## config.mk

```make
export PLATFORM = sky130hd
export DESIGN_NAME = iq_issue_stage
export DESIGN_NICKNAME = d
export VERILOG_FILES = /design/src/logic/iq_pkg.sv /design/src/logic/iq_issue_stage.sv
export SDC_FILE = /design/constraint.sdc
export NUM_CORES = 1
export LEC_CHECK = 0
export BUFFER_PORTS_ARGS = -buffer_cell sky130_fd_sc_hd__buf_2
export CAP_MARGIN = 10
export CELL_PAD_IN_SITES_DETAIL_PLACEMENT = 1
export CELL_PAD_IN_SITES_GLOBAL_PLACEMENT = 2
export CORE_ASPECT_RATIO = 0.75
export CORE_MARGIN = 4
export CORE_UTILIZATION = 29
export CTS_CLUSTER_DIAMETER = 100
export DETAILED_ROUTE_END_ITERATION = 7
export PLACE_DENSITY = 0.85
export SYNTH_ARGS = -nofsm -noshare
export SYNTH_HDL_FRONTEND = slang
export SYNTH_SLANG_ARGS = --single-unit
export TNS_END_PERCENT = 5
```

## constraint.sdc

```tcl
create_clock -name clk -period 40.2 [get_ports clk]
set_input_delay 6.03 -clock clk [delete_from_list [all_inputs] [get_ports clk]]
set_output_delay 6.03 -clock clk [all_outputs]
set_load 0.02 [all_outputs]
```

## src/logic/iq_pkg.sv

```systemverilog
`default_nettype none

package iq_pkg;

    // instruction and address widths
    localparam int INST_W = 32;
    localparam int PC_W = 64;

    // one cache line of instructions
    localparam int LINE_INSTS = 16;
    localparam int OFFSET_W = 4;

    // entry buffer, pointers carry an extra wrap bit
    localparam int DEPTH = 32;
    localparam int PTR_W = 5;
    localparam int CNT_W = 6;

    // issue lanes towards decode
    localparam int ISSUE_W = 2;

    typedef struct packed {
        logic                         valid;
        logic [PC_W-1:0]              pc;
        logic [LINE_INSTS*INST_W-1:0] data;
    } fetch_line_t;

    typedef struct packed {
        logic [PC_W-1:0]   pc;
        logic [INST_W-1:0] inst;
    } iq_entry_t;

    typedef struct packed {
        logic      valid;
        iq_entry_t entry;
    } iq_lane_t;

    // slot 0 holds the instruction at the fetch PC
    typedef struct packed {
        logic                        valid;
        logic [CNT_W-1:0]            cnt;
        iq_entry_t [0:LINE_INSTS-1]  slots;
    } aligned_line_t;

endpackage

`default_nettype wire

```

## src/logic/iq_issue_stage.sv

```systemverilog
`timescale 1ns/1ps
`default_nettype none

module iq_issue_stage
    import iq_pkg::*;
(
    input  wire logic                   clk,
    input  wire logic                   rst_n,
    input  wire iq_lane_t [ISSUE_W-1:0] head_i,
    input  wire logic                   stall_i,
    input  wire logic                   flush_i,
    output logic [1:0]                  pop_cnt_o,
    output iq_lane_t [ISSUE_W-1:0]      lanes_o
);

    logic      [ISSUE_W-1:0] lane_vld_q;
    iq_entry_t [ISSUE_W-1:0] lane_entry_q;
    logic                    load;
    logic      [1:0]         head_cnt;

    assign load = !stall_i && !flush_i;

    always_comb begin
        head_cnt = '0;
        for (int l = 0; l < ISSUE_W; l++) begin
            head_cnt = head_cnt + {1'b0, head_i[l].valid};
        end
    end

    // pop exactly what gets loaded
    assign pop_cnt_o = load ? head_cnt : 2'd0;

    always_ff @(posedge clk or negedge rst_n) begin
        if (!rst_n) begin
            lane_vld_q <= '0;
        end else if (flush_i) begin
            lane_vld_q <= '0;
        end else if (!stall_i) begin
            for (int l = 0; l < ISSUE_W; l++) begin
                lane_vld_q[l] <= head_i[l].valid;
            end
        end
    end

    always_ff @(posedge clk) begin
        if (load) begin
            for (int l = 0; l < ISSUE_W; l++) begin
                lane_entry_q[l] <= head_i[l].entry;
            end
        end
    end

    always_comb begin
        for (int l = 0; l < ISSUE_W; l++) begin
            lanes_o[l].valid = lane_vld_q[l];
            lanes_o[l].entry = lane_entry_q[l];
        end
    end

    // odd leftover goes out alone in lane 0
    a_lane_order: assert property (
        @(posedge clk) disable iff (!rst_n)
        lanes_o[1].valid |-> lanes_o[0].valid
    ) else $error("lane 1 valid without lane 0");

endmodule

`default_nettype wire

```

### Yosys cells after proc, flatten, opt, wreduce, memory -nomap -nowiden

Index checks and enable logic that the tools add are counted.

* reduce and logical (&&, ||, !) cells: 3
* muxes and demuxes: 3
* add/sub/neg operators: 1
* equal/unequal tests: 1

Operator list (count)
* 2-bit 2-to-1 mux: 3
* 1-bit by 1-bit adder with 2-bit output: 1
* 1-bit zero test: 2
* 2-bit by 1-bit inequality test with 1-bit output (second input constant): 1
* 1-bit logical AND: 1

* flip-flop bits (word level): 194
* input bits: 198
* logic and storage cells: 13

### Logic depth before layout (Yosys ltp)

Gate-level depths: netlist of run 1.

* word-level depth: 3
* depth in mapped cells: 2
* mapped depth without buffers: 2

### Worst setup path after synthesis of run 1

No wires, ideal clock.

* kind: input-to-output
* from: input port stall_i
* to: output port pop_cnt_o[0]
* path slack: 18.970 ns
* data required time: 34.170 ns
* cell stages on the path: 2
* arrival: 15.200 ns
* cell sequence: nor2_1 -> and2_2

* cells in the longest elaborated chain, start to end: 3

Ends and longest elaborated chain
* from (decl): line iq_issue_stage.sv:10 `input wire logic stall_i,`
* 1-bit zero test
* 1-bit logical AND: line iq_issue_stage.sv:21 `assign load = !stall_i && !flush_i;`
* 2-bit 2-to-1 mux: line iq_issue_stage.sv:31 `assign pop_cnt_o = load ? head_cnt : 2'd0;`
* to (decl): line iq_issue_stage.sv:12 `output logic [1:0] pop_cnt_o,`

No other way between the ends.

### Final worst setup path of run 1

* from: input port flush_i
* to: output port pop_cnt_o[0]

* cells in the longest elaborated chain, start to end: 3

Ends and longest elaborated chain
* from (decl): line iq_issue_stage.sv:11 `input wire logic flush_i,`
* 1-bit zero test: line iq_issue_stage.sv:21
* 1-bit logical AND: line iq_issue_stage.sv:21
* named net load: line iq_issue_stage.sv:18 `logic load;`
* 2-bit 2-to-1 mux: line iq_issue_stage.sv:31

The timed path passes the listed nets, and every way through them passes these cells.

==> results of run 1 <==
-- cells by family after synthesis --
logic type,Yosys count,synth area share [%]
flops,194,99.00
simple gates,5,0.4472
mux,2,0.3408
fa+ha+maj,1,0.2130
-- sequential cells by signal, summed over array words and instances (netlist names) --
| signal | flops |
|---|---|
| lane_vld_q | 2 |
| lanes_o | 192 |
-- cell type report --
class                      count  area (sq um)
multi-input combinational      8         66.31
antenna                        1         2.502
clock inverter                14         123.9
fill                        2011         10860
clock buffer                  17         425.4
timing repair buffer         396          1989
sequential                   194          5816
tap                          253         316.6
-- synth_stat cells --
library cell | count | area share, %
and2_2 | 2 | 0.26
dfrtp_1 | 2 | 0.85
edfxtp_1 | 192 | 98
ha_1 | 1 | 0.21
mux2i_1 | 2 | 0.34
nor2_1 | 3 | 0.19
-- routing by layer --
metal | routed length (microns) | GRT usage (%)
met5 | 57 | 0
met4 | 214 | 4.583
met3 | 1805 | 6.486
met2 | 9199 | 27.01
met1 | 6226 | 15.79
-- power by group --
| part | leakage (nW) | switching [mW] | internal [mW] |
|---|---|---|---|
| clock network | 0.266 | 0.0769 | 0.0810 |
| logic | 1.60 | 0.0298 | 0.0155 |
| registers | 1.83 | 0.00353 | 0.237 |
| total | 3.69 | 0.110 | 0.334 |
-- per-stage QoR --
stage          setup slack, ps  power [mW]  hold slack, ps
3_5_place_dp             26500      0.2920           533.8
6_report                 26550      0.4441           551.3
3_3_place_gp             26630      0.2900           521.8
5_1_grt                  26390      0.4634           590.9
2_1_floorplan            18970      0.2684           635.6
4_1_cts                  26500      0.4511           550.9
-- worst paths after layout --
| path | start | end | slack (ps) |
|---|---|---|---|
| min | lane_vld_q[1] | lane_vld_q[1] | 550 |
| max reg2reg | lane_vld_q[0] | lane_vld_q[0] | 39480 |
| min reg2reg | lane_vld_q[1] | lane_vld_q[1] | 550 |
| max in group asynchronous | rst_n | lane_vld_q[1] | 34730 |
| max | flush_i | pop_cnt_o[0] | 26550 |
| min in group asynchronous | rst_n | lane_vld_q[0] | 5370 |
-- worst max-delay path, cell delays in order --
cell and delay (ps):
buf_2 130, nor2_4 380, buf_4 650, and2_2 250, buf_2 160
==> out/metrics.yaml, run 1 <==
gp_congestion: 0.7470
status: "complete, no violations"
grt_pass1_vias: 4189
cts_htree_levels: 4
r2r_cells: 2
worstPathMaxFanout: 56
fin_tns_setup_ps: 0
core_sq_mm: 0.01960
track_usage_pct: 15.03
antenna_found_initial: 6
dp_cells: 851
viasPerCell: 4.143
drt_iter0_markers: 200
final_common_cell: "buf_2"
avgSynthCellArea_sq_um: 29.08
cts_resized: 0
wire_per_inst_microns: 19.82
cts_made_buffers: 17
power_density_mw_per_mm2: 50.82
tightest_slew_ps: 908.5
cp_data_arrival_time_ps: 7620
vdd_drop_max_mv: 0.02640
synth_area_sq_mm: 0.005874
layout_common_cells: "buf_2 (393), edfxtp_1 (192), clkbuf_16 (17)"
relSlewSlack_pct: 39.43
maxSlewViolCount: 0
fin_skew_ps: 0
ant_nets: 0
drc: 0
overflow: 0
worst-endpoint-required_ps: 34170
cts_tree: "built"
cts_root_buffer: "clkbuf_16"
grt_pass1_wl_microns: 25330
synth_cells: 202
final_util_pct: 44.59
io_pins: 394
fin_crit_sh_pct: 33.95
synth_warnings: 0
fmax_mhz: 73.27
worstSkewPairLatency_ps: 420
vias: 3658
final-hold-violation-count: 0
cp-end-kind: "output pin"
place_area_sq_mm: 0.008188
postLayoutCellArea_sq_mm: 0.008740
clock_sinks: 194
grt_max_degree: 73
syn_to_final_growth_pct: 48.78
yosysSeqAreaShare_pct: 99.00
dieHeight_microns: 131.3
dp_hpwl_microns: 14040
numPortBuffers: 393
nets: 816
drive_gt1_share_pct: 68.04
firstDrtPassIters: 4
synth_seq_cells: 194
syn_nets: 401
rows: 44
cts_hold_buf: 0
floorplan.initialDensity_pct: 29.97
clock_path_buffers: 2
hold_depth: 2
setup_violations: 0
critical_path_class: "in -> out"
p_leak_nw: 3.695
hp-class: "reg -> reg"
critPathLaunchType: "input pin"
final_cells: 883
rsz0062_at_grt: "false"
path_clk_slew_ps: 70
maxCapViolations: 0
ys_types: 6
die_area_sq_mm: 0.02262
drt-total-wl_microns: 17500
die_w_microns: 172.3
post-cts-setup-buffers: 0
finalCriticalPeriod_ps: 13650
(Power assumes the default switching activity.)
==> inputs of run 2 (changes only) <==
--- a/config.mk
+++ b/config.mk
@@ -5,16 +5,17 @@
 export SDC_FILE = /design/constraint.sdc
 export NUM_CORES = 1
 export LEC_CHECK = 0
+export ABC_AREA = 1
 export BUFFER_PORTS_ARGS = -buffer_cell sky130_fd_sc_hd__buf_2
 export CAP_MARGIN = 10
 export CELL_PAD_IN_SITES_DETAIL_PLACEMENT = 1
 export CELL_PAD_IN_SITES_GLOBAL_PLACEMENT = 2
 export CORE_ASPECT_RATIO = 0.75
 export CORE_MARGIN = 4
-export CORE_UTILIZATION = 29
+export CORE_UTILIZATION = 27
 export CTS_CLUSTER_DIAMETER = 100
 export DETAILED_ROUTE_END_ITERATION = 7
-export PLACE_DENSITY = 0.85
+export PLACE_DENSITY = 0.81
 export SYNTH_ARGS = -nofsm -noshare
 export SYNTH_HDL_FRONTEND = slang
 export SYNTH_SLANG_ARGS = --single-unit
==> constraint.sdc (replaced) <==
create_clock -name clk -period 13.7 [get_ports clk]
set_input_delay 2.055 -clock clk [delete_from_list [all_inputs] [get_ports clk]]
set_output_delay 2.055 -clock clk [all_outputs]
set_load 0.02 [all_outputs]
==> run 2 against run 1 <==
Global-route usage is 1.1 points lower. Synthesized area is 0.21% higher. Worst setup slack worse by 18000 ps. Register-to-register slack worse by 26000 ps. Routed wire length is 2.0% higher. Flip-flop and latch count stayed put. First-iteration DRC count is 17% lower. Count of clock-buffer cells in the layout stayed put. Total power grew to 2.9 times the previous value. Combinational power grew to 2.9 times the previous value. Sequential power grew to 2.9 times the previous value. Cell count is 4.9% higher. Critical endpoint is now pop_cnt_o[1].
==> out/metrics.yaml, run 2 <==
status: "complete, no violations"
postLayoutCellArea_sq_mm: 0.008793  # +0.62%
vdd_drop_max_mv: 0.07743  # +190%
clock_sinks: 194  # unchanged
gp_congestion: 0.7282  # -2.5%
track_usage_pct: 13.93  # -1.1 points
crit_chain: "buf_2, nor2_4, buf_4, inv_2, nor2_1, buf_2"
maxCapViolations: 0  # unchanged
avgSynthCellArea_sq_um: 28.30  # -2.7%
hp-class: "reg -> reg"
critPathLaunchType: "input pin"
synth_common_cells: "edfxtp_1 (192), nand2_1 (4), inv_1 (3)"
holdWs_ps: 526.0  # -25.35 ps
critical_path_class: "in -> out"
final_common_cell: "buf_2"
overflow: 0  # unchanged
cts_tree: "built"
firstDrtPassIters: 3  # -1
internal-power_mw: 0.9801  # +190%
synthXorXnorAreaFrac_pct: 0  # unchanged
finalCriticalPeriod_ps: 5157
yosys.area_share.adder_pct: 0.2125  # -0.00045 points
antenna_found_initial: 7  # +1
yosysSeqAreaShare_pct: 98.79  # -0.21 points
post-cts-setup-buffers: 0  # unchanged
netlist.area_leader.share_pct: 97.94  # -0.21 points
combPwrFrac_pct: 10.2  # about the same
crit_path_frequent_cell: "buf_2"
setup_violations: 0  # unchanged
drive_gt1_share_pct: 67.40  # -0.64 points
netSwitchingFraction_pct: 24.87  # +0.059 points
grt_pass1_wl_microns: 24960  # -1.5%
cp_data_arrival_time_ps: 3100  # -4520 ps
fin_skew_ps: 0  # unchanged
grt_max_degree: 80  # +9.6%
synth_top_family_by_area: "simple AND/OR/NAND/NOR gates"
yosysTopAreaCell: "edfxtp_1"
syn_to_final_growth_pct: 49.37
synth_warnings: 0  # unchanged
place_area_sq_mm: 0.008237  # +0.60%
rsz0062_at_grt: "false"
max_stage_delay_ps: 460  # -190 ps
drt-total-wl_microns: 17840  # +2.0%
wire_per_inst_microns: 19.27  # -2.8%
cp-end-kind: "output pin"
synth_edf_count: 192  # unchanged
final_util_pct: 41.29  # -3.3 points
path_clk_slew_ps: 70  # about the same
largest_reg_flops: 192  # unchanged
grt_pass1_vias: 4102  # -2.1%
relSlewSlack_pct: 33.36  # -6.1 points
p_leak_nw: 3.707  # +0.33%
tightest_slew_ps: 999.6  # +91.11 ps
clock_path_buffers: 2  # unchanged
synth_area_sq_mm: 0.005887  # +0.21%
fin_tns_setup_ps: 0  # unchanged
layout_common_cells: "buf_2 (393), edfxtp_1 (192), clkbuf_16 (17)"
power_density_mw_per_mm2: 148.4  # +190%
critPathSlowestCell: "buf_4"
die_w_microns: 178.5  # +3.6%
cts_root_buffer: "clkbuf_16"
die_area_sq_mm: 0.02425  # +7.2%
drc: 0  # unchanged
vias: 3725  # +1.8%
final-hold-violation-count: 0  # unchanged
nets: 822  # +0.74%
floorplan.initialDensity_pct: 27.64  # -2.3 points
cts_resized: 0  # unchanged
worstPathMaxFanout: 43  # -23%
cts_hold_buf: 0  # unchanged
rows: 46  # +4.5%
numPortBuffers: 393  # unchanged
async_flop_share_pct: 1.031  # unchanged
worst-endpoint-required_ps: 11640  # -22530 ps
fmax_mhz: 193.9
p_switching_mw: 0.3245  # +190%
viasPerCell: 4.023  # -2.9%
worstSkewPairLatency_ps: 420  # about the same
cts_htree_levels: 4  # unchanged
dp_hpwl_microns: 14170  # +0.94%
ant_nets: 0  # unchanged
fin_crit_sh_pct: 37.64
pwr-share-seq_pct: 54.2  # about the same
ys_types: 9  # +3
yosysMostFrequentCell: "edfxtp_1"
cts_made_buffers: 17  # unchanged
dieHeight_microns: 135.9  # +3.5%
power_frac_clock_pct: 35.6  # about the same
synth_seq_cells: 194  # unchanged
yosys-top-cells-area: "edfxtp_1 (98%), dfrtp_1 (0.85%), nand2_1 (0.26%)"
syn_nets: 407  # +1.5%
io_pins: 394  # unchanged
maxSlewViolCount: 0  # unchanged
synth_cells: 208  # +3.0%
yosys.area_share.simple_pct: 0.7439  # +0.30 points
synth.area.mux_share_pct: 0  # -0.34 points
synth_compound_area_share_pct: 0  # unchanged
core_sq_mm: 0.02130  # +8.7%
ys.flop_type: "edfxtp_1"
drt_iter0_markers: 166  # -17%
[run 2: cell families (layout without fill, tap and decap cells)]
family / Yosys count / after routing
flip-flops: 194 / 194
AND/OR/NAND/NOR: 9 / 9
buffers and inverters: 4 / 431
adder cells (fa/ha/maj): 1 / 1
other: 0 / 3
[run 2: cell type report]
cell class	instances	area [sq um]
multi-input combinational	10	56.30
tap	288	360.3
fill	2242	12500
sequential	194	5816
clock buffer	17	425.4
clock inverter	14	123.9
antenna	3	7.507
timing repair buffer	396	1989
inverter	4	15.01
[run 2: per-stage QoR]
step	cells	setup WS, ps	power [mW]
after global placement	892	8614	0.8514
final	926	8543	1.305
after global routing	925	8449	1.364
after floorplan	208	6383	0.7825
after detailed placement	892	8529	0.8564
after CTS	923	8531	1.326
[run 2: worst max-delay path, delay by kind of cell]
kind                   cells  cell delay (ps)
buffers and inverters      4              820
and+or+nand+nor            2              210
[run 2: routing by layer]
metal,track usage (%),share of wire (%),vias up,wire length [microns]
met5,0,0.36,-,65
li1,-,-,1665,-
met1,15.01,35,1802,6283
met2,23.90,51,222,9098
met3,7.200,12,26,2155
met4,4.346,1.4,10,242
[run 2: final timing paths]
kind | slack (ps) | end | start | cells after the start
hold reg to reg | 530 | lane_vld_q[0] | lane_vld_q[0] | 2
setup reg to reg | 13050 | lane_vld_q[1] | lane_vld_q[1] | 2
setup / recovery | 8540 | pop_cnt_o[1] | flush_i | 6
min in group asynchronous | 1410 | lane_vld_q[0] | rst_n | 1
hold / removal | 530 | lane_vld_q[0] | lane_vld_q[0] | 2
max in group asynchronous | 12180 | lane_vld_q[1] | rst_n | 1
[run 2: power by group through the flow]
stage	Combinational [mW]	Clock [mW]	Sequential, mW
floorplan	0.00923	0	0.773
finish	0.133	0.464	0.707
CTS	0.136	0.483	0.708
global placement	0.133	0	0.719
detailed placement	0.136	0	0.721
global route	0.141	0.512	0.711
